`src/pat_pkg.sv`:
```
`default_nettype none

package pat_pkg;

	// ==================================================
	// widths and sizes
	// ==================================================
	localparam int i_width     = 20; // instruction word
	localparam int i_adr_width = 8;  // 256 program words
	localparam int d_width     = 8;  // accumulator and data memory word
	localparam int d_adr_width = 4;  // 16 data words
	localparam int num_inputs  = 3;  // in port sources

	localparam logic [3:0] escape_code = 4'b1111; // steps into the next opcode space

	// ==================================================
	// opcode spaces
	// ==================================================
	// codes 9, 10 and 12 are unused and decode as nop
	typedef enum logic [3:0] {
		i8_or        = 4'b0000,
		i8_and       = 4'b0001,
		i8_addm      = 4'b0010,
		i8_subm      = 4'b0011,
		i8_add       = 4'b0100,
		i8_sub       = 4'b0101,
		i8_ldi       = 4'b0110,
		i8_ldm       = 4'b0111,
		i8_bf        = 4'b1000,
		i8_stm       = 4'b1011,
		i8_orm       = 4'b1101,
		i8_andm      = 4'b1110,
		i8_prefix_i3 = 4'b1111
	} op_i8_e;

	typedef enum logic [3:0] {
		i3_shl       = 4'b0000,
		i3_shlo      = 4'b0001,
		i3_shr       = 4'b0010,
		i3_asr       = 4'b0011,
		i3_in        = 4'b0101,
		i3_out       = 4'b1000,
		i3_prefix_i0 = 4'b1111
	} op_i3_e;

	typedef enum logic [3:0] {
		i0_not  = 4'b0000,
		i0_test = 4'b0010,
		i0_nop  = 4'b1111
	} op_i0_e;

	typedef enum logic [1:0] {
		cond_z  = 2'd0,
		cond_nz = 2'd1, // zero flag clear
		cond_n  = 2'd2,
		cond_al = 2'd3
	} cond_e;

	typedef enum logic [3:0] {
		alu_or, alu_and, alu_not, alu_add, alu_sub,
		alu_shl, alu_shlo, alu_shr, alu_asr, alu_pass_b
	} alu_op_e;

	// ==================================================
	// bundles between blocks
	// ==================================================
	typedef struct packed {
		logic                   valid;
		logic [i_adr_width-1:0] addr;
		logic [i_width-1:0]     instr;
	} imem_write_t;

	typedef struct packed {
		logic                   valid;
		logic [i_adr_width-1:0] pc;
		logic [i_width-1:0]     instr;
	} fetch_out_t;

	typedef struct packed {
		logic                   valid;
		logic [i_adr_width-1:0] pc;
		cond_e                  cond;
		alu_op_e                alu_op;
		logic                   use_mem_b; // b from data memory
		logic                   use_in;    // b from in port
		logic                   write_acc;
		logic                   write_mem;
		logic                   is_branch;
		logic                   is_out;
		logic                   is_test;
		logic [7:0]             imm8;      // imm3 already zero-extended for i3
	} decoded_t;

	typedef struct packed {
		logic [num_inputs-1:0][d_width-1:0] data;
	} in_ports_t;

	typedef struct packed {
		logic               valid;
		logic [d_width-1:0] data;
	} out_event_t;

	typedef struct packed {
		logic                   taken;
		logic [i_adr_width-1:0] target;
	} branch_req_t;

endpackage

`default_nettype wire

```
`src/data_mem.sv`:
```
`default_nettype none

module data_mem (
	input  logic                           clk,
	input  logic [pat_pkg::d_adr_width-1:0] i_addr,
	input  logic [pat_pkg::d_width-1:0]     i_wdata,
	input  logic                           i_we,
	output logic [pat_pkg::d_width-1:0]     o_rdata
);
	import pat_pkg::*;

	logic [d_width-1:0] mem [1 << d_adr_width]; // no reset, contents undefined until stored

	assign o_rdata = mem[i_addr]; // same-cycle read for the memory operand forms

	// write lands on the edge, so a load right after a store sees the new word
	always_ff @(posedge clk)
	begin
		if (i_we)
			mem[i_addr] <= i_wdata;
	end

endmodule

`default_nettype wire

```
`config.mk`:
```
export PLATFORM = sky130hd
export DESIGN_NAME = data_mem
export DESIGN_NICKNAME = d
export VERILOG_FILES = /design/src/pat_pkg.sv /design/src/data_mem.sv
export SDC_FILE = /design/constraint.sdc
export NUM_CORES = 1
export LEC_CHECK = 0
export ABC_AREA = 1
export BUFFER_PORTS_ARGS = -buffer_cell sky130_fd_sc_hd__buf_2
export CAP_MARGIN = 15
export CELL_PAD_IN_SITES_DETAIL_PLACEMENT = 1
export CELL_PAD_IN_SITES_GLOBAL_PLACEMENT = 1
export CORE_ASPECT_RATIO = 1.25
export CORE_MARGIN = 4
export CORE_UTILIZATION = 44
export CTS_CLUSTER_DIAMETER = 200
export DETAILED_ROUTE_END_ITERATION = 12
export PLACE_DENSITY_LB_ADDON = 0.2
export SYNTH_ARGS = -nofsm -noshare
export SYNTH_HDL_FRONTEND = slang
export SYNTH_SLANG_ARGS = --single-unit
```
`constraint.sdc`:
```
create_clock -name clk -period 4.9 [get_ports clk]
set_clock_uncertainty 0.15 [all_clocks]
set_input_delay 0.49 -clock clk [delete_from_list [all_inputs] [get_ports clk]]
set_output_delay 0.49 -clock clk [all_outputs]
set_load 0.01 [all_outputs]
```
# [After elaboration in Yosys (flattened, before gate mapping)]
# Memory sizes are Yosys's and may differ from the RTL's.
# Cells that the tools add are included.
[op_classes] n_addsub=0 mul=0 n_div=0 n_lt_le_gt_ge=0 n_eq_ne=0 shift=0 n_mux=2 bitwise_logic=0 reduce_logical=0
[op_table] op="$mux 1" n=2
[word_totals] ff_bits=0 latch_bits=0 ram_bits=128 rom_bits=0 in_bits=14 out_inout_bits=8 elab_cells=3 mem_count=1
[mem_list] name="mem" depth=16 width=8 rd=1 rd_clocked_by_memory_dff=0 wr=1 line="data_mem.sv:12" source="logic [d_width-1:0] mem [1 << d_adr_width];"

# [Depth between registers and ports, before layout]
[logic_depth] ltp_word=2 mapped_depth=11 depth_no_buf=9

# [Least setup slack after synthesis]
# No wires, ideal clock.
[synth_timing] kind="input -> register" from="input i_addr[1] (netlist name)" to="memory mem[3][0] (enable)" setup_ps=370 arrival_ps=1497 required_time_ps=4380 path_slack_ps=2883 path_stages=4 path_cell_list="buf_2 -> clkbuf_1 -> nand3_1 -> nor2_1"
[synth_lines] item="start: declaration" line="data_mem.sv:5" source="input logic [pat_pkg::d_adr_width-1:0] i_addr,"
[synth_lines] item="end: declaration" line="data_mem.sv:12"
# No word-level cell before the write port.

# [Final worst setup path]
[layout_timing] from="input i_addr[1] (netlist name)" to="output o_rdata[1] (netlist name)"
[layout_via] elab_chain_len=1
[layout_rtl] item="$mem_v2 16x8"
[layout_rtl] item="end: declaration" line="data_mem.sv:8" source="output logic [pat_pkg::d_width-1:0] o_rdata"
# No other way between the ends.

==> qor.yml <==
detailed_routing:
  drtIter0Drc: 210
  drt-pass1-iter-count: 4
  ant_nets: 0
  routed_via_density: 4.95
  drc_errors: 0
  routed_wl_um: 13700
  route.vias.total: 3650
  drt-wirelength-per-cell_um: 18.6
worst_setup_path:
  worstPathRequired_ps: 4260
  path_class: "in2out"
  arrival_ps: 2300
  cp-end-kind: "output port"
  path_max_fanout: 35
  critPathLaunchType: "input pin"
power:
  p_clk_frac: 0.440
  peakVddDrop_mv: 0.309
  p_switching_mw: 0.544
  power_density_nw_per_um2: 404
  comb_power_share: 0.064
  p_leak_nw: 2.63
  seqPwrFrac: 0.496
  sw_frac_of_total: 0.219
  p_int_mw: 1.94
layout:
  multiInputGateArea_sq_um: 1390
  regMostFlops: "mem"
  largest_reg_flops: 128
  diodes: 0
  nNetsFinal: 577
  layout-drive-gt1-share: 0.0873
  syn2layout_area_growth_pct: 13.5
  nFillCells: 1336
  layout_commonest_cell: "nand2_1"
  regArea_sq_um: 3840
  final_cell_mix: "346 x nand2_1, 128 x edfxtp_1, 21 x inv_1, 21 x buf_2, 18 x nor2_1"
  largestRegisters: "mem (128)"
yosys:
  synth_top_family_by_area: "simple AND/OR/NAND/NOR gates"
  yosysWarnings: 0
  syn_area_per_cell_sq_um: 10.1
  synth_mux_area_frac: 0
  ys_ff_latch: 128
  syn_area_sq_um: 5430
  synth-simple-area-share: 0.255
  synth_cells: 540
  synthAdderAreaFrac: 0
  synthDistinctLibCells: 10
  yosysSeqAreaShare: 0.708
  synth_xor_area_frac: 0
  synth-compound-area-share: 0
  synth_fp_nets: 554
grt:
  grt_pass1_wl_um: 21900
  overflow: 0
  grt_max_degree: 67
  grtUsageTotal: 0.208
  first_global_vias: 3912
  antenna_found_initial: 0
die:
  dieArea_sq_um: 14200
  initial_utilization: 0.449
  chipWidth_um: 107
  ios: 22
  rows: 45
  coreArea_sq_um: 12100
  die_h_um: 132
sta:
  fin_crit_sh: 0.600
  setup_tns_ps: 0
  max_freq_ghz: 0.340
  finalHoldViolCount: 0
  finalCriticalPeriod_ps: 2940
  grt_setup_unrepaired: "false"
  layout_setup_ws_ps: 1960
  relSlewSlack: 0.372
  setup_violations: 0
  finalMaxSlewViolations: 0
  tightest_slew_ps: 941
hold_path:
  whs_path_depth: 1
  min_path_type: "in2reg"
placed_design:
  dp_slack_ps: 1800
  hpwl_um: 8580
  port_buffers: 21
  gp_congestion: 0.818
cts:
  ctsHtreeMaxLevel: 4
  root_buffer: "clkbuf_16"
  cts_made_buffers: 17
  max-clock-path-buffers: 2
  postCtsHoldBufs: 0
  post_cts_buffers: 0
  cts_tree: "yes"
  clk_pin_slew_ps: 50
  clock-sinks: 128
  cts.repair.resized: 0
status:
  status: "completed"
run:
  maxCapViolations: 0
## area by class of cell
type | count | share of cell area
multi-input combinational | 368 | 0.225
sequential | 128 | 0.624
clock buffer | 19 | 0.0702
clock inverter | 10 | 0.0120
tap | 164 | 0.0333
timing repair buffer | 25 | 0.0219
inverter | 23 | 0.0140
## worst max-delay path: stages
cell and delay (ps):
buf_2 70, buf_4 360, clkinv_1 390, buf_4 350, nand2_1 110, nand2_1 50, nand2_1 110, nand2_1 100
inv_1 60, nand2_1 40, buf_2 130
## worst paths after layout
check | startpoint | slack, ps | end
min | i_wdata[4] | 370 | mem[14][4]$_DFFE_PP_
max | i_addr[1] | 1960 | o_rdata[1]
## cells in the mapped netlist (all sizes together)
library cell / n / area [sq um]
inv: 22 / 82.6
clkinv: 1 / 3.75
clkbuf: 3 / 11.3
nand2: 346 / 1300
nor2: 18 / 67.6
nand3: 4 / 20.0
buf: 18 / 105
edfxtp: 128 / 3840
## metrics by stage
stage,hold WS (ps),cells,power [mW],util,area [sq um]
floorplan,439,540,1.35,-,5430
global placement,786,708,1.41,0.467,5660
detailed placement,786,708,1.42,0.467,5660
CTS,350,737,2.51,0.509,6160
global route,362,737,2.59,0.509,6160
finish,365,737,2.49,0.509,6160
## power by group through the flow
stage | Combinational [mW] | Sequential (mW) | Clock [mW]
floorplan | 0.0947 | 1.25 | 0
global placement | 0.158 | 1.26 | 0
detailed placement | 0.162 | 1.26 | 0
CTS | 0.163 | 1.23 | 1.11
global route | 0.182 | 1.24 | 1.17
finish | 0.160 | 1.23 | 1.09
## per-layer routing
layer	global-route usage	up-vias	wire length, um
met5	0	-	0
met4	0.0653	0	208
met2	0.347	71	7080
met3	0.0456	16	579
met1	0.273	1797	5870
li1	-	1766	-
## cells by family after synthesis
group | count (synthesis)
buffers and inverters | 44
DFF | 128
and+or+nand+nor | 368
No activity file was read; power rests on OpenSTA's default activity.
