**config.mk**
```make
export PLATFORM = sky130hd
export DESIGN_NAME = decode_unit
export DESIGN_NICKNAME = d
export VERILOG_FILES = /design/src/pat_pkg.sv /design/src/decode_unit.sv
export SDC_FILE = /design/constraint.sdc
export NUM_CORES = 1
export LEC_CHECK = 0
export ABC_AREA = 0
export BUFFER_PORTS_ARGS = -buffer_cell sky130_fd_sc_hd__buf_2
export CAP_MARGIN = 40
export CELL_PAD_IN_SITES_DETAIL_PLACEMENT = 1
export CELL_PAD_IN_SITES_GLOBAL_PLACEMENT = 2
export CORE_MARGIN = 1
export CORE_UTILIZATION = 24
export CTS_BUF_LIST = sky130_fd_sc_hd__clkbuf_16
export CTS_CLUSTER_SIZE = 28
export DETAILED_ROUTE_END_ITERATION = 12
export GPL_TIMING_DRIVEN = 0
export MAX_ROUTING_LAYER = met4
export PLACE_DENSITY = 0.74
export SLEW_MARGIN = 0
export SYNTH_ARGS = -nofsm -noshare
export SYNTH_HDL_FRONTEND = slang
export SYNTH_SLANG_ARGS = --single-unit
```
**constraint.sdc**
```tcl
create_clock -name clk -period 1.38 [get_ports clk]
set_input_delay 0.207 -clock clk [delete_from_list [all_inputs] [get_ports clk]]
set_output_delay 0.207 -clock clk [all_outputs]
set_load 0.005 [all_outputs]
```
**src/pat_pkg.sv**
```systemverilog
`default_nettype none

package pat_pkg;

	// ==================================================
	// widths and sizes
	// ==================================================
	localparam int i_width     = 20; // instruction word
	localparam int i_adr_width = 8;  // 256 program words
	localparam int d_width     = 8;  // accumulator and data memory word
	localparam int d_adr_width = 4;  // 16 data words
	localparam int num_inputs  = 3;  // in port sources

	localparam logic [3:0] escape_code = 4'b1111; // steps into the next opcode space

	// ==================================================
	// opcode spaces
	// ==================================================
	// codes 9, 10 and 12 are unused and decode as nop
	typedef enum logic [3:0] {
		i8_or        = 4'b0000,
		i8_and       = 4'b0001,
		i8_addm      = 4'b0010,
		i8_subm      = 4'b0011,
		i8_add       = 4'b0100,
		i8_sub       = 4'b0101,
		i8_ldi       = 4'b0110,
		i8_ldm       = 4'b0111,
		i8_bf        = 4'b1000,
		i8_stm       = 4'b1011,
		i8_orm       = 4'b1101,
		i8_andm      = 4'b1110,
		i8_prefix_i3 = 4'b1111
	} op_i8_e;

	typedef enum logic [3:0] {
		i3_shl       = 4'b0000,
		i3_shlo      = 4'b0001,
		i3_shr       = 4'b0010,
		i3_asr       = 4'b0011,
		i3_in        = 4'b0101,
		i3_out       = 4'b1000,
		i3_prefix_i0 = 4'b1111
	} op_i3_e;

	typedef enum logic [3:0] {
		i0_not  = 4'b0000,
		i0_test = 4'b0010,
		i0_nop  = 4'b1111
	} op_i0_e;

	typedef enum logic [1:0] {
		cond_z  = 2'd0,
		cond_nz = 2'd1, // zero flag clear
		cond_n  = 2'd2,
		cond_al = 2'd3
	} cond_e;

	typedef enum logic [3:0] {
		alu_or, alu_and, alu_not, alu_add, alu_sub,
		alu_shl, alu_shlo, alu_shr, alu_asr, alu_pass_b
	} alu_op_e;

	// ==================================================
	// bundles between blocks
	// ==================================================
	typedef struct packed {
		logic                   valid;
		logic [i_adr_width-1:0] addr;
		logic [i_width-1:0]     instr;
	} imem_write_t;

	typedef struct packed {
		logic                   valid;
		logic [i_adr_width-1:0] pc;
		logic [i_width-1:0]     instr;
	} fetch_out_t;

	typedef struct packed {
		logic                   valid;
		logic [i_adr_width-1:0] pc;
		cond_e                  cond;
		alu_op_e                alu_op;
		logic                   use_mem_b; // b from data memory
		logic                   use_in;    // b from in port
		logic                   write_acc;
		logic                   write_mem;
		logic                   is_branch;
		logic                   is_out;
		logic                   is_test;
		logic [7:0]             imm8;      // imm3 already zero-extended for i3
	} decoded_t;

	typedef struct packed {
		logic [num_inputs-1:0][d_width-1:0] data;
	} in_ports_t;

	typedef struct packed {
		logic               valid;
		logic [d_width-1:0] data;
	} out_event_t;

	typedef struct packed {
		logic                   taken;
		logic [i_adr_width-1:0] target;
	} branch_req_t;

endpackage

`default_nettype wire

```
**src/decode_unit.sv**
```systemverilog
`default_nettype none

module decode_unit (
	input  logic                clk,
	input  logic                reset,
	input  pat_pkg::fetch_out_t i_fetch,
	input  logic                i_stall,
	input  logic                i_flush,
	output pat_pkg::decoded_t   o_dec
);
	import pat_pkg::*;

	logic [i_width-1:0] word;
	op_i8_e             op8;
	op_i3_e             op3;
	op_i0_e             op0;
	logic               is_i8;
	logic               is_i3;
	decoded_t           dec_next;
	decoded_t           dec_q;

	assign word  = i_fetch.instr;
	assign op8   = op_i8_e'(word[11:8]);
	assign op3   = op_i3_e'(word[7:4]); // overlaps imm8, only meaningful past the prefix
	assign op0   = op_i0_e'(word[3:0]);
	assign is_i8 = (word[11:8] != escape_code);
	assign is_i3 = !is_i8 && (word[7:4] != escape_code);
	// anything else is i0

	always_comb
	begin
		dec_next        = '0; // no effects unless an opcode matches, i.e. nop
		dec_next.valid  = i_fetch.valid;
		dec_next.pc     = i_fetch.pc;
		dec_next.cond   = cond_e'(word[14:13]);
		dec_next.alu_op = alu_pass_b;
		dec_next.imm8   = is_i8 ? word[7:0] : {5'b0, word[2:0]}; // imm3 zero-extended
		if (is_i8)
		begin
			case (op8)
				i8_or:   {dec_next.alu_op, dec_next.write_acc} = {alu_or, 1'b1};
				i8_and:  {dec_next.alu_op, dec_next.write_acc} = {alu_and, 1'b1};
				i8_add:  {dec_next.alu_op, dec_next.write_acc} = {alu_add, 1'b1};
				i8_sub:  {dec_next.alu_op, dec_next.write_acc} = {alu_sub, 1'b1};
				i8_ldi:  dec_next.write_acc = 1'b1; // pass_b of the immediate
				i8_addm: {dec_next.alu_op, dec_next.use_mem_b, dec_next.write_acc} = {alu_add, 2'b11};
				i8_subm: {dec_next.alu_op, dec_next.use_mem_b, dec_next.write_acc} = {alu_sub, 2'b11};
				i8_orm:  {dec_next.alu_op, dec_next.use_mem_b, dec_next.write_acc} = {alu_or, 2'b11};
				i8_andm: {dec_next.alu_op, dec_next.use_mem_b, dec_next.write_acc} = {alu_and, 2'b11};
				i8_ldm:  {dec_next.use_mem_b, dec_next.write_acc} = 2'b11;
				i8_stm:  dec_next.write_mem = 1'b1;
				i8_bf:   dec_next.is_branch = 1'b1;
				default: ; // codes 9, 10 and 12 decode as nop
			endcase
		end
		else if (is_i3)
		begin
			case (op3)
				i3_shl:  {dec_next.alu_op, dec_next.write_acc} = {alu_shl, 1'b1};
				i3_shlo: {dec_next.alu_op, dec_next.write_acc} = {alu_shlo, 1'b1};
				i3_shr:  {dec_next.alu_op, dec_next.write_acc} = {alu_shr, 1'b1};
				i3_asr:  {dec_next.alu_op, dec_next.write_acc} = {alu_asr, 1'b1};
				i3_in:   {dec_next.use_in, dec_next.write_acc} = 2'b11; // imm3 is the one-hot select
				i3_out:  dec_next.is_out = 1'b1;
				default: ;
			endcase
		end
		else
		begin
			case (op0)
				i0_not:  {dec_next.alu_op, dec_next.write_acc} = {alu_not, 1'b1};
				i0_test: dec_next.is_test = 1'b1;
				default: ; // i0_nop and unused codes
			endcase
		end
	end

	always_ff @(posedge clk)
	begin
		if (reset)
			dec_q <= '0;
		else if (i_flush)
			dec_q.valid <= 1'b0; // younger than a taken branch
		else if (!i_stall)
			dec_q <= dec_next;
	end

	assign o_dec = dec_q;

endmodule

`default_nettype wire

```
---- Word-level counts from Yosys, hierarchy flattened ----
Cells that the tools add are included.
cells by class
  bitwise logic cells ..................... 2
  reductions and logical operators ........ 14
  equality and inequality tests ........... 19
  multiplexer cells ....................... 24
operators by type and width
  operator                                                          count
  4-bit one-hot mux with 4 select lines                             2
  4-bit by 2-bit == test with 1-bit output (second input constant)  5
  4-bit by 3-bit == test with 1-bit output (second input constant)  5
  4-bit == test (second input constant)                             5
  1-bit 2-to-1 mux                                                  16
  4-bit logical NOT                                                 3
  4-bit 2-to-1 mux                                                  3
  10-bit OR reduction                                               1
  2-bit OR reduction                                                5
  5-bit OR reduction                                                2
  4-bit by 1-bit == test with 1-bit output (second input constant)  2
  8-bit 2-to-1 mux                                                  1
  4-bit inequality test (second input constant)                     2
  2-bit 2-to-1 mux                                                  2
  1-bit inverter                                                    2
  2-bit AND reduction                                               1
  1-bit logical AND                                                 1
  1-bit logical NOT                                                 1
storage, ports and cells
  bits of input ports ..................... 33
  bits in registers ....................... 30

---- Logic depth before layout (Yosys ltp) ----
  depth after elaboration ................. 5
  mapped depth ............................ 5

---- Worst setup path before layout ----
OpenSTA, ideal clock, no wires.
  path kind ............................... input port to flip-flop
  start ................................... input port i_stall
  end ..................................... register dec_q (netlist bit o_dec[8])
  library setup time ...................... 0.067 ns
  arrival time ............................ 1.065 ns
  setup slack ............................. 0.247 ns
  stages .................................. 4
  path through ............................ or2_1 -> buf_2 -> or3_1 -> a21oi_2
on the way
  cells in the longest elaborated chain, start to end .. 2
RTL lines
  what                                  RTL line           text
  from (decl)                           decode_unit.sv:7   input logic i_stall,
  1-bit inverter (no source line)       --
  2-bit AND reduction (no source line)  --
  to (signal assigned)                  decode_unit.sv:85  dec_q <= dec_next;
  to (decl)                             decode_unit.sv:20  decoded_t dec_q;
No other way between the ends.
A chain may end at the register's enable or synchronous reset.

---- Final worst setup path ----
  start ................................... input port i_stall
  end ..................................... register dec_q (netlist bit o_dec[18])
Same word-level chain as after synthesis.

==> summary.md <==
| Metric | Value |
|---|---|
| Vias in the first global route | `1393` |
| Register Area | `roughly 600 um^2` |
| Final Max Tran Viols | `0` |
| Final antenna-violating net count | `0` |
| Routability cong. | `~0.74` |
| Critical-path cell list | `buf_2 -> nor2_1 -> clkbuf_1 -> o21ai_0 -> a31oi_1 -> nor3_1` |
| Cell area power density | `1196 nW/um^2` |
| TritonCTS Sinks | `30` |
| Seq/Total Area, Yosys | `44.82%` |
| Max-slew headroom | `a little over three fifths` |
| Cell Area, Synth | `roughly 1300 um^2` |
| CP required | `approximately 1.5 ns` |
| Area contributors post-synth | `dfxtp_1, nand2_1, a21oi_1` |
| Height of the die | `~77 um` |
| Setup bufs post-CTS | `0` |
| Leading area contributor after synthesis | `dfxtp_1` |
| Fin Setup TNS | `0 ns` |
| Via count | `1380` |
| Post_cts resized | `0` |
| Via density per instance | `4.600` |
| Synth Warn # | `0` |
| Crit path max-delay family | `buffers and inverters` |
| Max FFs per register | `30` |
| Tot Pwr | `0.002189 W` |
| Final hold slack | `roughly 0.13 ns` |
| Buffers on Ports | `53` |
| Total wire length | `4.020 mm` |
| Die width | `76.72 um` |
| Core box area | `5238 um^2` |
| Multi-input combinational cell area | `670.6 um^2` |
| Arr. time, crit path | `1.37 ns` |
| Initial cell density of the core | `25.59%` |
| Initial antenna violation count | `0` |
| Post-synth ARST share | `0%` |
| Largest net degree at the start of global routing | `11` |
| Slowest stage delay, CP | `0.42 ns` |
| Pre-CTS WS | `-0.1583 ns` |
| Tcrit/Tclk final | `89.20%` |
| Wire per inst | `13.40 um` |
| Synth Area per Inst | `7.929 um^2` |
| Max Cap Viol | `0` |
| EDFF count, synth | `0` |
| Max VDD drop | `614.7 uV` |
| Leak | `around 0.81 nW` |
| Clock root buffer | `clkbuf_16` |
| Layout cells sized above 1 | `a little under a third` |
| Critical path fanouts, max | `10` |
| Layout filler cell count | `668` |
| Syn_nets | `202` |
| Final setup viols | `0` |
| Kind of critical path | `in2reg` |
| Antenna diodes | `0` |
| Boundary Pins | `63` |
| Final hold violation count | `0` |
| Latest clock arrival within the worst-skew pair | `roughly 0.27 ns` |
| Die Area | `5886 um^2` |
| Mapped Cells | `169` |
| Predominant post-synthesis flop cell | `dfxtp_1` |
| CP Buf/Inv Count | `2` |
| Drt first pass iters | `4` |
| Critical path's slowest cell | `clkbuf_1` |
| #FFs+latches synth | `30` |
| Cell Area, Placed | `1693 um^2` |
| Htree depth | `2` |
| CTS clk-pin slew, worst paths | `0.05 ns` |
| Post-layout instance area | `1831 um^2` |
| Nets | `262` |
| CTS tree | `yes` |
| DR iter-0 viols | `49` |
| First-pass GRT wire length | `between 6 and 7 mm` |
| Overflow after GRT | `0` |
| Hold/Removal Path Class | `in2reg` |
| Half-perimeter wire length after placement | `2.948 mm` |
| Row cnt | `26` |
| Tmin final | `1.231 ns` |
| GRT Overall Usage | `between 10% and 20%` |
| Hold buffers post-CTS | `0` |
| Crit path launch type | `input pin` |
| DRC viols | `0` |
| Yosys cell types | `37` |
| Share of the synthesized area in the top cell type | `44.82%` |
| Area grow syn2layout | `36.60%` |
| Final worst slack | `0.1490 ns` |
| CTS Buffer Depth | `2` |
| Total CTS buffers | `5` |
| Status | `completed` |
| RSZ-0062 raised after global routing | `false` |
| Max Freq | `812.4 MHz` |
| Clock Skew | `0 ns` |
| Worst slew pin tran | `0.5503 ns` |
| CP endpoint kind | `flip-flop` |
[per-layer routing]
metal / vias up / track usage [%] / share of wire (%)
met5: - / - / 0
met4: 0 / 3.462 / 0.42
met3: 2 / 3.690 / 5.1
met2: 36 / 23.75 / 47
met1: 642 / 19.33 / 48
li1: 700 / - / -
[cell usage in the layout, fill, tap and decap left out, types with 3 or more instances in the layout]
cell,count
nand4_1,4
nor3_1,3
clkbuf_16,5
clkbuf_1,6
dfxtp_1,30
nor2_1,13
buf_2,60
nand2_1,40
nand3_1,10
a21oi_1,27
[Yosys cell counts (2+ instances only)]
cell,number
xor2_1,2
dfxtp_1,30
nor2_1,13
nand2_1,40
buf_2,7
nor3_1,3
a21oi_1,27
nand4_1,4
clkbuf_1,6
nand3_1,10
[worst paths after layout]
path	from	end	slack, ns	depth (start not counted)
worst max-delay path	i_stall	o_dec[18]	0.15	6
worst min register to register	o_dec[28]	o_dec[28]	0.45	2
worst min-delay path	i_flush	o_dec[29]	0.13	2
worst max register to register	o_dec[16]	o_dec[16]	0.69	3
[where the power goes]
group / leakage, nW / switching, W / total, W / internal, W
registers: 0.245 / 0.0000164 / 0.000921 / 0.000904
logic: 0.492 / 0.000156 / 0.000263 / 0.000107
clock network: 0.0724 / 0.000356 / 0.00101 / 0.000649
[cell type report]
class | count | area share, %
Multi-Input combinational cell | 123 | 36.64
Sequential cell | 30 | 32.81
Timing Repair Buffer | 53 | 14.49
Clock buffer | 5 | 6.835
Tap cell | 70 | 4.785
Buffer | 14 | 3.349
Clock inverter | 3 | 0.6835
Inverter | 2 | 0.4101
[worst reg2reg max path, delay by kind of cell (launching register included)]
kind / cells / cell delay, ns
AO/OA/AOI/OAI: 1 / 0.12
AND/OR/NAND/NOR: 2 / 0.16
flip-flops: 1 / 0.30
[per-stage QoR]
| stage | util, % | cells |
|---|---|---|
| after floorplan | - | 169 |
| after global placement | 32.32 | 292 |
| after detailed placement | 32.32 | 292 |
| after CTS | 34.95 | 300 |
| after global routing | 34.95 | 300 |
| final | 34.95 | 300 |
[cell families after synthesis]
family	after synthesis	synth area share, %
AND/OR/NAND/NOR	79	29.13
AO/OA/AOI/OAI	40	18.21
flip-flops	30	44.82
buffers and inverters	16	5.134
XOR/XNOR	3	1.961
multiplexers	1	0.7470
Note: power is estimated with default switching activity, not from simulation.
