File: src/pat_pkg.sv
`default_nettype none

package pat_pkg;

	// ==================================================
	// widths and sizes
	// ==================================================
	localparam int i_width     = 20; // instruction word
	localparam int i_adr_width = 8;  // 256 program words
	localparam int d_width     = 8;  // accumulator and data memory word
	localparam int d_adr_width = 4;  // 16 data words
	localparam int num_inputs  = 3;  // in port sources

	localparam logic [3:0] escape_code = 4'b1111; // steps into the next opcode space

	// ==================================================
	// opcode spaces
	// ==================================================
	// codes 9, 10 and 12 are unused and decode as nop
	typedef enum logic [3:0] {
		i8_or        = 4'b0000,
		i8_and       = 4'b0001,
		i8_addm      = 4'b0010,
		i8_subm      = 4'b0011,
		i8_add       = 4'b0100,
		i8_sub       = 4'b0101,
		i8_ldi       = 4'b0110,
		i8_ldm       = 4'b0111,
		i8_bf        = 4'b1000,
		i8_stm       = 4'b1011,
		i8_orm       = 4'b1101,
		i8_andm      = 4'b1110,
		i8_prefix_i3 = 4'b1111
	} op_i8_e;

	typedef enum logic [3:0] {
		i3_shl       = 4'b0000,
		i3_shlo      = 4'b0001,
		i3_shr       = 4'b0010,
		i3_asr       = 4'b0011,
		i3_in        = 4'b0101,
		i3_out       = 4'b1000,
		i3_prefix_i0 = 4'b1111
	} op_i3_e;

	typedef enum logic [3:0] {
		i0_not  = 4'b0000,
		i0_test = 4'b0010,
		i0_nop  = 4'b1111
	} op_i0_e;

	typedef enum logic [1:0] {
		cond_z  = 2'd0,
		cond_nz = 2'd1, // zero flag clear
		cond_n  = 2'd2,
		cond_al = 2'd3
	} cond_e;

	typedef enum logic [3:0] {
		alu_or, alu_and, alu_not, alu_add, alu_sub,
		alu_shl, alu_shlo, alu_shr, alu_asr, alu_pass_b
	} alu_op_e;

	// ==================================================
	// bundles between blocks
	// ==================================================
	typedef struct packed {
		logic                   valid;
		logic [i_adr_width-1:0] addr;
		logic [i_width-1:0]     instr;
	} imem_write_t;

	typedef struct packed {
		logic                   valid;
		logic [i_adr_width-1:0] pc;
		logic [i_width-1:0]     instr;
	} fetch_out_t;

	typedef struct packed {
		logic                   valid;
		logic [i_adr_width-1:0] pc;
		cond_e                  cond;
		alu_op_e                alu_op;
		logic                   use_mem_b; // b from data memory
		logic                   use_in;    // b from in port
		logic                   write_acc;
		logic                   write_mem;
		logic                   is_branch;
		logic                   is_out;
		logic                   is_test;
		logic [7:0]             imm8;      // imm3 already zero-extended for i3
	} decoded_t;

	typedef struct packed {
		logic [num_inputs-1:0][d_width-1:0] data;
	} in_ports_t;

	typedef struct packed {
		logic               valid;
		logic [d_width-1:0] data;
	} out_event_t;

	typedef struct packed {
		logic                   taken;
		logic [i_adr_width-1:0] target;
	} branch_req_t;

endpackage

`default_nettype wire

File: src/alu.sv
`default_nettype none

module alu (
	input  logic [pat_pkg::d_width-1:0] i_a,
	input  logic [pat_pkg::d_width-1:0] i_b,
	input  pat_pkg::alu_op_e            i_op,
	output logic [pat_pkg::d_width-1:0] o_y
);
	import pat_pkg::*;

	logic [2:0]         sh;        // shift amount from b
	logic [d_width-1:0] ones_mask; // low sh bits set, for shlo

	assign sh        = i_b[2:0];
	assign ones_mask = ~({d_width{1'b1}} << sh);

	always_comb
	begin
		case (i_op)
			alu_or:     o_y = i_a | i_b;
			alu_and:    o_y = i_a & i_b;
			alu_not:    o_y = ~i_a; // b ignored
			alu_add:    o_y = i_a + i_b; // wraps at 256
			alu_sub:    o_y = i_a - i_b;
			alu_shl:    o_y = i_a << sh;
			alu_shlo:   o_y = (i_a << sh) | ones_mask; // vacated bits filled with ones
			alu_shr:    o_y = i_a >> sh;
			alu_asr:    o_y = $unsigned($signed(i_a) >>> sh); // sign fill
			alu_pass_b: o_y = i_b; // ldi, ldm, in
			default:    o_y = i_a;
		endcase
	end

endmodule

`default_nettype wire

File: src/execute_stage.sv
`default_nettype none

module execute_stage (
	input  logic                            clk,
	input  logic                            reset,
	input  pat_pkg::decoded_t               i_dec,
	input  pat_pkg::in_ports_t              i_inputs,
	input  logic                            i_out_ready,
	input  logic [pat_pkg::d_width-1:0]     i_mem_rdata,
	output logic [pat_pkg::d_adr_width-1:0] o_mem_addr,
	output logic [pat_pkg::d_width-1:0]     o_mem_wdata,
	output logic                            o_mem_we,
	output pat_pkg::branch_req_t            o_branch,
	output logic                            o_stall,
	output pat_pkg::out_event_t             o_out
);
	import pat_pkg::*;

	logic [d_width-1:0] acc;
	logic               z_flag;
	logic               n_flag;
	out_event_t         out_q;
	logic               cond_ok;
	logic               commit;  // instruction takes effect this cycle
	logic [d_width-1:0] in_sel;
	logic [d_width-1:0] alu_b;
	logic [d_width-1:0] alu_y;

	// ==================================================
	// predication and operand select
	// ==================================================
	always_comb
	begin
		case (i_dec.cond)
			cond_z:  cond_ok = z_flag;
			cond_nz: cond_ok = !z_flag;
			cond_n:  cond_ok = n_flag;
			default: cond_ok = 1'b1; // al
		endcase
	end

	assign o_stall = out_q.valid && !i_out_ready; // out not taken yet, freeze everything
	assign commit  = i_dec.valid && cond_ok && !o_stall;

	always_comb
	begin
		case (i_dec.imm8[2:0])
			3'b010:  in_sel = i_inputs.data[1];
			3'b100:  in_sel = i_inputs.data[2];
			default: in_sel = i_inputs.data[0]; // 001 and anything not one-hot
		endcase
	end

	assign alu_b = i_dec.use_mem_b ? i_mem_rdata :
	               i_dec.use_in    ? in_sel      :
	                                 i_dec.imm8;

	alu alu_inst (
		.i_a  (acc),
		.i_b  (alu_b),
		.i_op (i_dec.alu_op),
		.o_y  (alu_y)
	);

	// memory port, address straight from imm8
	assign o_mem_addr  = i_dec.imm8[d_adr_width-1:0];
	assign o_mem_wdata = acc;
	assign o_mem_we    = commit && i_dec.write_mem;

	// bf is relative to its own pc
	assign o_branch.taken  = commit && i_dec.is_branch;
	assign o_branch.target = i_dec.pc + i_adr_width'(signed'(i_dec.imm8));

	// ==================================================
	// architectural state and out register
	// ==================================================
	always_ff @(posedge clk)
	begin
		if (reset)
		begin
			acc    <= '0;
			z_flag <= 1'b0;
			n_flag <= 1'b0;
			out_q  <= '0;
		end
		else
		begin
			if (commit && i_dec.write_acc)
				acc <= alu_y;
			if (commit && i_dec.is_test)
			begin
				z_flag <= (acc == '0);
				n_flag <= acc[d_width-1];
			end
			if (commit && i_dec.is_out)
			begin
				out_q.valid <= 1'b1; // only reachable when the slot is free or being taken
				out_q.data  <= acc;
			end
			else if (i_out_ready)
				out_q.valid <= 1'b0; // accepted
		end
	end

	assign o_out = out_q;

endmodule

`default_nettype wire

File: config.mk
export PLATFORM = sky130hd
export DESIGN_NAME = execute_stage
export DESIGN_NICKNAME = d
export VERILOG_FILES = /design/src/pat_pkg.sv /design/src/alu.sv /design/src/execute_stage.sv
export SDC_FILE = /design/constraint.sdc
export NUM_CORES = 1
export LEC_CHECK = 0
export CORE_MARGIN = 2
export CORE_UTILIZATION = 51
export CTS_CLUSTER_DIAMETER = 120
export CTS_CLUSTER_SIZE = 16
export DETAILED_ROUTE_END_ITERATION = 8
export DONT_BUFFER_PORTS = 1
export GPL_TIMING_DRIVEN = 0
export PLACE_DENSITY = 0.66
export SLEW_MARGIN = 10
export SYNTH_ARGS = -nofsm -noshare
export SYNTH_HDL_FRONTEND = slang
export SYNTH_SLANG_ARGS = --single-unit
File: constraint.sdc
create_clock -name clk -period 3.6 [get_ports clk]
set_input_delay 0.18 -clock clk [delete_from_list [all_inputs] [get_ports clk]]
set_output_delay 0.18 -clock clk [all_outputs]
set_load 0.01 [all_outputs]
=== Word level (Yosys, flattened, before mapping) ===
Cells that the tools add are included.

* Register bits: 19
* Bits of input ports: 65
* Output and inout port bits: 32
* Word-level logic and storage cells: 54

* Add/subtract/negate cells: 3
* Equal/unequal tests: 13
* Shifts and indexed selects: 4
* Mux-type cells: 7
* Bitwise gates (word level): 5
* Reduce and logical (&&, ||, !) cells: 17

{| class="wikitable"
|+ Operators by type and width
! kind !! number
|-
| $pmux W8 S10 || 1
|-
| $add A8 B8 Y8 || 2
|-
| $eq A4 B3 Y1 const B || 4
|-
| $mux W8 || 2
|-
| $not A8 Y8 || 2
|-
| $or A8 B8 Y8 || 2
|-
| $pmux W8 S2 || 1
|-
| $reduce_bool A10 Y1 || 1
|-
| $and A8 B8 Y8 || 1
|-
| $eq A4 B2 Y1 const B || 2
|-
| $eq A4 B4 Y1 const B || 2
|-
| $logic_and A1 B1 Y1 || 8
|-
| $logic_not A8 Y1 || 1
|-
| $shl A8 B3 Y8 || 1
|-
| $shl A8 B3 Y8 const A || 1
|-
| $shr A8 B3 Y8 || 1
|-
| $sshr A8 B3 Y8 || 1
|-
| $sub A8 B8 Y8 || 1
|-
| $eq A4 B1 Y1 const B || 1
|-
| $logic_not A4 Y1 || 1
|-
| $eq A3 B2 Y1 const B || 1
|-
| $eq A3 B3 Y1 const B || 1
|-
| $logic_not A1 Y1 || 3
|-
| $pmux W1 S3 || 1
|-
| other kinds (6) || 7
|}

=== Logic depth before layout (Yosys ltp) ===
Gate-level depths: netlist of run 1.

* Depth in word-level cells: 8
* Depth in mapped cells: 18
* Depth with buffers taken out: 15

=== By module ===
Synthesis of run 1 repeated with hierarchy kept, for this count alone.

* Cell total of the unflattened synthesis: 493
* Area total of the unflattened synthesis: 3523.4 sq um

{| class="wikitable"
|+ By module, submodules not included
! module !! times used !! cells an instance !! area each (sq um) !! sequential area each (sq um)
|-
| alu || 1 || 278 || 1880.6 || 0.0
|-
| execute_stage || 1 || 215 || 1642.8 || 380.4
|}

=== Worst setup path before layout of run 1 ===
OpenSTA, ideal clock, no wires.

* Path kind: input -> register
* Start: in i_dec[1] (netlist bit)
* End: reg acc[7], in the netlist o_mem_wdata[7]
* Library setup time: 0.091 ns
* Arrival time: 3.483 ns
* Required time: 3.509 ns
* Setup slack: 0.026 ns
* Stages on the path: 17
* Path buffers: 3
* Cell sequence: buf_6 > or3_1 > o21ai_1 > a31o_1 > buf_6 > clkbuf_1 > ha_1 > mux2_2 > inv_1 > ha_1 > nor2b_1 > o21ai_0 > a21oi_1 > o41ai_1 > xnor2_1 > or3b_1 > a311oi_1

* Longest elaborated chain between the ends: 8
* Elaborated cells between the ends (all ways): 16
* Those cells by class: add/sub: 2; eq/ne: 2; shift: 4; mux: 4; bitwise: 4

{| class="wikitable"
|+ Ends and longest elaborated chain
! element !! line !! source
|-
| start, declared || execute_stage.sv:6 || <nowiki>input pat_pkg::decoded_t i_dec,</nowiki>
|-
| $eq A3 B3 Y1 / $eq A3 B2 Y1 (equally long branches) || execute_stage.sv:47 || <nowiki>case (i_dec.imm8[2:0])</nowiki>
|-
| $pmux W8 S2 || execute_stage.sv:47 ||
|-
| $mux W8 * || execute_stage.sv:55 || <nowiki>i_dec.use_in ? in_sel :</nowiki>
|-
| $mux W8 * || execute_stage.sv:54 || <nowiki>assign alu_b = i_dec.use_mem_b ? i_mem_rdata :</nowiki>
|-
| branches (longest 3 deep; another with $sub A8 B8 Y8) || -- ||
|-
| $pmux W8 S10 * || alu.sv:19 || <nowiki>case (i_op)</nowiki>
|-
| end signal, assigned || execute_stage.sv:89 || <nowiki>acc <= alu_y;</nowiki>
|-
| end, declared || execute_stage.sv:19 || <nowiki>logic [d_width-1:0] acc;</nowiki>
|}

Mark *: on every way between the ends.
A chain may end at the register's enable or synchronous reset.

=== Final worst setup path of run 1 ===
* Start: in i_dec[0] (netlist bit)
* End: reg acc[7], in the netlist o_mem_wdata[7]

The elaborated chain is that of the path after synthesis.

==> results of run 1 <==
-- sequential cells by signal, summed over array words and instances, names as in the netlist --
register and flops:
o_mem_wdata 8, o_out 9, z_flag 1, n_flag 1
-- cell families after synthesis --
family	synth area share [%]
simple gates	24.06
buf+inv	9.811
xor+xnor	5.408
mux	6.296
fa+ha+maj	9.347
compound gates	33.33
flops	11.74
-- power by group --
group	internal, mW	switching (mW)	total (mW)
combinational	0.176	0.277	0.454
clock	0.0776	0.0901	0.168
sequential	0.216	0.00986	0.226
total	0.470	0.377	0.847
-- metal layers --
layer	vias to the layer above	track usage, %	wire, um
met2	234	51.35	5048
li1	1712	-	-
met4	0	14.81	504
met1	1655	40.38	4562
met5	-	0	0
met3	42	4.550	1115
-- synth_stat cells (7+ instances only) --
master / instances / area, um2
a21oi_1: 50 / 250.2
dfxtp_1: 19 / 380.4
ha_1: 21 / 262.8
mux2i_1: 17 / 170.2
nand2_1: 41 / 153.9
nor3_1: 10 / 50.05
inv_1: 21 / 78.83
buf_4: 7 / 52.55
xnor2_1: 13 / 113.9
xor2_1: 7 / 61.31
nand3_1: 15 / 75.07
o21ai_0: 24 / 120.1
a311oi_1: 7 / 61.31
nor2b_1: 9 / 56.30
o22ai_1: 8 / 50.05
nor2_1: 30 / 112.6
clkbuf_1: 27 / 101.4
nand2b_1: 12 / 75.07
-- repair_timing --
action | 4_1_cts | 5_1_grt
endpoints found under the setup margin | 3 | 5
resized for setup | 2 | 25
hold endpoints to repair | 0 | 0
pin swaps | 0 | 4
buffers inserted | 0 | 3
hold buffers | 0 | 0
cloned | 0 | 0
-- final cells by class --
type | instances | area, um2
Tap cell | 77 | 96.34
Inverter | 24 | 97.59
Fill cell | 615 | 2776
Buffer | 43 | 241.5
Clock inverter | 1 | 5.005
Timing Repair Buffer | 3 | 22.52
Multi-Input combinational cell | 377 | 2580
Clock buffer | 3 | 41.29
Sequential cell | 19 | 380.4
-- through the flow --
step                area, um2  cells
global route             3465    547
CTS                      3391    544
global placement         3336    540
floorplan                3239    463
detailed placement       3336    540
finish                   3465    547
-- worst max-delay path, stage by stage --
cell and delay (ns):
buf_6 0.12, nor3b_4 0.26, nand2_1 0.09, a31o_1 0.23
buf_6 0.15, buf_6 0.15, ha_1 0.29, mux2_2 0.31
inv_1 0.07, ha_1 0.21, nor2b_1 0.13, o21ai_1 0.15
a21oi_1 0.12, o41ai_2 0.41, xnor2_1 0.14, or3b_1 0.37
a311oi_2 0.25
-- worst max path at each step --
stage	from	end	slack [ns]	cells past startpoint
floorplan	i_dec[1]	o_mem_wdata[7]$_SDFFE_PP0P_	0.03	17
global placement	i_dec[14]	o_mem_wdata[7]$_SDFFE_PP0P_	-0.65	17
detailed placement	i_dec[14]	o_mem_wdata[7]$_SDFFE_PP0P_	-0.61	17
CTS	i_dec[2]	o_mem_wdata[7]$_SDFFE_PP0P_	0.02	17
global route	i_dec[0]	o_mem_wdata[7]$_SDFFE_PP0P_	0.0006	17
finish	i_dec[0]	o_mem_wdata[7]$_SDFFE_PP0P_	0.19	17
==> results_dict.tcl, run 1 <==
set metrics [dict create \
    run_status "finished clean" \
    setup_viol 0 \
    p_leak_nw 1.331 \
    ir_drop_v 0.0001626 \
    power_density_nw_per_um2 244.6 \
    ys_seq_elements 19 \
    r2r_start "o_mem_wdata[1]$_SDFFE_PP0P_" \
    grt-ovfl-total 0 \
    synth.avg_cell_area_um2 6.996 \
    gp_congestion 1.011 \
    antenna_found_initial 0 \
    crit_fanout 11 \
    grt_pass1_wl_um 17680 \
    antenna_left 0 \
    endpoint_kind "flip-flop" \
    drt_first_pass_iters 5 \
    async_reset_ff_share_pct 0 \
    routedWlPerCell_um 20.53 \
    cts_max_level 1 \
    yosys_warnings 0 \
    mostFrequentLayoutCells "a21oi_1 (50), nand2_1 (41), nor2_1 (30)" \
    finalWirelength_um 11230 \
    finalHoldWorstSlack_ns 0.05780 \
    clock_sinks 19 \
    slew_viol_final 0 \
    final.period_utilization_pct 94.65 \
    synthesis.area_um2 3239 \
    dp_hpwl_um 8519 \
    rsz0062_at_grt "no" \
    r2r-end "o_mem_wdata[4]$_SDFFE_PP0P_" \
    fin_setup_tns_ns 0 \
    finalClockSkew_ns 0.002367 \
    synthDistinctLibCells 66 \
    area_growth_pct 6.952 \
    setup_ws_ns 0.1925 \
    hold_end "z_flag$_SDFFE_PP0P_" \
    utilization_pct 55.51 \
    cts_buffers 3 \
    diodes 0 \
    final_nets 559 \
    drc 0 \
    fmaxAchievable_mhz 293.5 \
    syn-num-nets 551 \
    r2r_cells 10 \
    start_util_pct 51.90 \
    die_y_um 83.70 \
    core-area_um2 6241 \
    syn_inst 463 \
    grt_max_degree 13 \
    drt_iter0_drc 269 \
    track_usage_pct 31.33 \
    layout_commonest_cell "a21oi_1" \
    placementRows 29 \
    cts_tree "built" \
    critPathArrivalTime_ns 3.60 \
    clockRootBuffer "clkbuf_8" \
    cap_violations 0 \
    die-area_um2 7005 \
    drive_gt1_share_pct 9.362 \
    hold_viol 0 \
    hold_start "i_dec[8]" \
    synth_edf_count 0 \
    total_power_uw 847.4 \
    required_ns 3.79 \
    clkSlewWorstSetupHoldPaths_ns 0.09 \
    grt_pass1_vias 3489 \
    clk_path_buf_depth 2 \
    hold_depth 2 \
    synth_seq_area_share_pct 11.74 \
    critPathKind "in -> reg" \
    pin_count 97 \
    via_per_inst 6.660 \
    ys.flop_type "dfxtp_1" \
    clock_latency_ns 0.27 \
    dr_total_vias 3643 \
    tightest_slew_ns 1.038 \
    r2r_slack_ns 0.63 \
    min_period_ns 3.408 \
    max_slew_margin_pct 30.68 \
    startpoint_type "input pin" \
    hold_class "in -> reg" \
    dp_slack_ns -0.6070 \
    io_buffers 0 \
    die_w_um 83.70 \
]
Power figures use the tool's default switching activity.
==> run 2: changes to the inputs <==
--- a/config.mk
+++ b/config.mk
@@ -5,14 +5,14 @@
 export SDC_FILE = /design/constraint.sdc
 export NUM_CORES = 1
 export LEC_CHECK = 0
+export BUFFER_PORTS_ARGS = -buffer_cell sky130_fd_sc_hd__buf_4
 export CORE_MARGIN = 2
-export CORE_UTILIZATION = 51
+export CORE_UTILIZATION = 48
 export CTS_CLUSTER_DIAMETER = 120
 export CTS_CLUSTER_SIZE = 16
 export DETAILED_ROUTE_END_ITERATION = 8
-export DONT_BUFFER_PORTS = 1
 export GPL_TIMING_DRIVEN = 0
-export PLACE_DENSITY = 0.66
+export PLACE_DENSITY = 0.75
 export SLEW_MARGIN = 10
 export SYNTH_ARGS = -nofsm -noshare
 export SYNTH_HDL_FRONTEND = slang
==> run 2 against run 1 <==
Effect of this change:
- critical path depth down 1
- register-to-register slack lost 0.05 ns
- critical endpoint unchanged
- critical path type unchanged
- hold slack gained 0.17 ns
- flip-flop and latch count is the same
- first-iteration DRC count grew 36%
- count of clock-buffer cells in the layout rose by 1
- sequential power barely moved
- combinational power rose by 29%
- non-clock buffer count increased by 98
==> results_dict.tcl, run 2 (synthesis gave the netlist of run 1 again) <==
set metrics [dict create \
    cp_slowest_cell "a221o_1" \
    final_nets 657 \
    holdBufCountCts 0 \
    drt_iter0_drc 367 \
    critPathArrivalTime_ns 3.67 \
    antenna_found_initial 0 \
    required_ns 3.78 \
    regArea_um2 380.4 \
    finalWirelength_um 12730 \
    drt_first_pass_iters 5 \
    mostFrequentLayoutCells "buf_4 (110), a21oi_1 (48), nand2_1 (41)" \
    ir_drop_v 0.0001613 \
    tightest_slew_ns 0.9822 \
    antenna_left 0 \
    nFillCells 568 \
    max_slew_margin_pct 34.38 \
    io_buffers 93 \
    track_usage_pct 32.56 \
    grt-ovfl-total 0 \
    run_status "finished clean" \
    cp_cell_sequence "buf_4 -> nor3b_2 -> a221o_1 -> o21a_1 -> buf_4 -> clkbuf_4 -> buf_4 -> a31oi_1 -> xnor2_1 -> ha_1 -> o21ai_2 -> a21oi_2 -> o41ai_2 -> xnor2_1 -> or3b_1 -> a311oi_1" \
    cts_max_level 1 \
    endpoint_kind "flip-flop" \
    fmaxAchievable_mhz 286.1 \
    cp_common_cell "buf_4" \
    cts_buffers 3 \
    crit_fanout 10 \
    dp_slack_ns -0.8402 \
    routedWlPerCell_um 19.74 \
    startpoint_type "input pin" \
    path_buf_inv 4 \
    multi_input_area_um2 2610 \
    grt_max_degree 13 \
    hold_class "in -> reg" \
    clockRootBuffer "clkbuf_8" \
    gp_congestion 1.037 \
    critPathTopFamily "compound AO/OA/AOI/OAI gates" \
    critPathKind "in -> reg" \
    finalHoldWorstSlack_ns 0.2251 \
    placedCellCount 633 \
    core-area_um2 6422 \
    setup_viol 0 \
    largest_reg_flops 9 \
    die-area_um2 7422 \
    via_per_inst 6.371 \
    final.period_utilization_pct 97.10 \
    area_growth_pct 30.98 \
    power_density_nw_per_um2 227.7 \
    layout.cells.non_filler 645 \
    slew_viol_final 0 \
    diodes 0 \
    layout_commonest_cell "buf_4" \
    drc 0 \
    clock_latency_ns 0.26 \
    placementRows 29 \
    die_y_um 86.15 \
    start_util_pct 50.44 \
    clock_sinks 19 \
    setup_ws_ns 0.1043 \
    clkSlewWorstSetupHoldPaths_ns 0.08 \
    finalClockSkew_ns 0.004376 \
    max_stage_delay_ns 0.40 \
    die_w_um 86.15 \
    p_leak_nw 1.818 \
    clk_path_buf_depth 2 \
    cts_tree "built" \
    dp_hpwl_um 9633 \
    final_area_um2 4243 \
    hold_viol 0 \
    grt_pass1_vias 3808 \
    grt_pass1_wl_um 19040 \
    pin_count 97 \
    post_dp_cell_area_um2 4034 \
    dr_total_vias 4109 \
    cap_violations 0 \
    min_period_ns 3.496 \
    drive_gt1_share_pct 25.53 \
]
-- run 2: final timing paths --
| kind | from | end | slack (ns) | cells after the start |
|---|---|---|---|---|
| setup / recovery | i_dec[1] | o_mem_wdata[7]$_SDFFE_PP0P_ | 0.10 | 16 |
| hold / removal | reset | o_mem_wdata[2]$_SDFFE_PP0P_ | 0.23 | 3 |
| setup reg to reg | o_mem_wdata[0]$_SDFFE_PP0P_ | o_mem_wdata[4]$_SDFFE_PP0P_ | 0.58 | 10 |
| hold reg to reg | o_out[1]$_SDFFE_PP0P_ | o_out[1]$_SDFFE_PP0P_ | 0.46 | 2 |
-- run 2: area by class of cell --
cell class / count / area share [%]
Timing Repair Buffer: 101 / 17.87
Tap cell: 77 / 2.271
Inverter: 24 / 2.300
Sequential cell: 19 / 8.965
Multi-Input combinational cell: 377 / 61.52
Buffer: 43 / 6.016
Clock buffer: 4 / 1.062
-- run 2: repair_timing --
| action | in CTS | in global routing |
|---|---|---|
| pin swaps | 3 | 9 |
| resized for setup | 15 | 12 |
| cloned | 0 | 0 |
| setup buffers | 1 | 7 |
| endpoints found under the setup margin | 6 | 4 |
-- run 2: stage by stage --
stage          util (%)  setup TNS (ns)  total power, mW
2_1_floorplan         -               0           0.5662
3_3_place_gp      62.81          -2.695           0.7506
3_5_place_dp      62.81          -3.387           0.7602
4_1_cts           64.52               0           0.9341
5_1_grt           66.06        -0.03944            1.026
6_report          66.06               0           0.9663
-- run 2: routing by layer --
| metal | track usage [%] | part of all wire, % | vias to the layer above | wire length [um] |
|---|---|---|---|---|
| met3 | 4.042 | 9.1 | 51 | 1163 |
| li1 | - | - | 1918 | - |
| met2 | 53.35 | 46 | 279 | 5803 |
| met4 | 15.44 | 4.9 | 0 | 619 |
| met5 | 0 | 0 | - | 0 |
| met1 | 42.20 | 40 | 1861 | 5143 |
-- run 2: where the power goes --
| group | switching [mW] | leakage, nW | internal [mW] |
|---|---|---|---|
| logic | 0.321 | 1.64 | 0.263 |
| registers | 0.00774 | 0.154 | 0.216 |
| clock network | 0.0796 | 0.0228 | 0.0789 |
-- run 2: worst register-to-register path: stages, from the launching register on --
cell	delay, ns
dfxtp_1	0.69
inv_1	0.22
ha_1	0.29
fa_1	0.42
nand2b_1	0.17
a21oi_2	0.20
a21oi_1	0.11
a221oi_1	0.32
o221ai_1	0.19
a31oi_1	0.18
a211oi_1	0.09
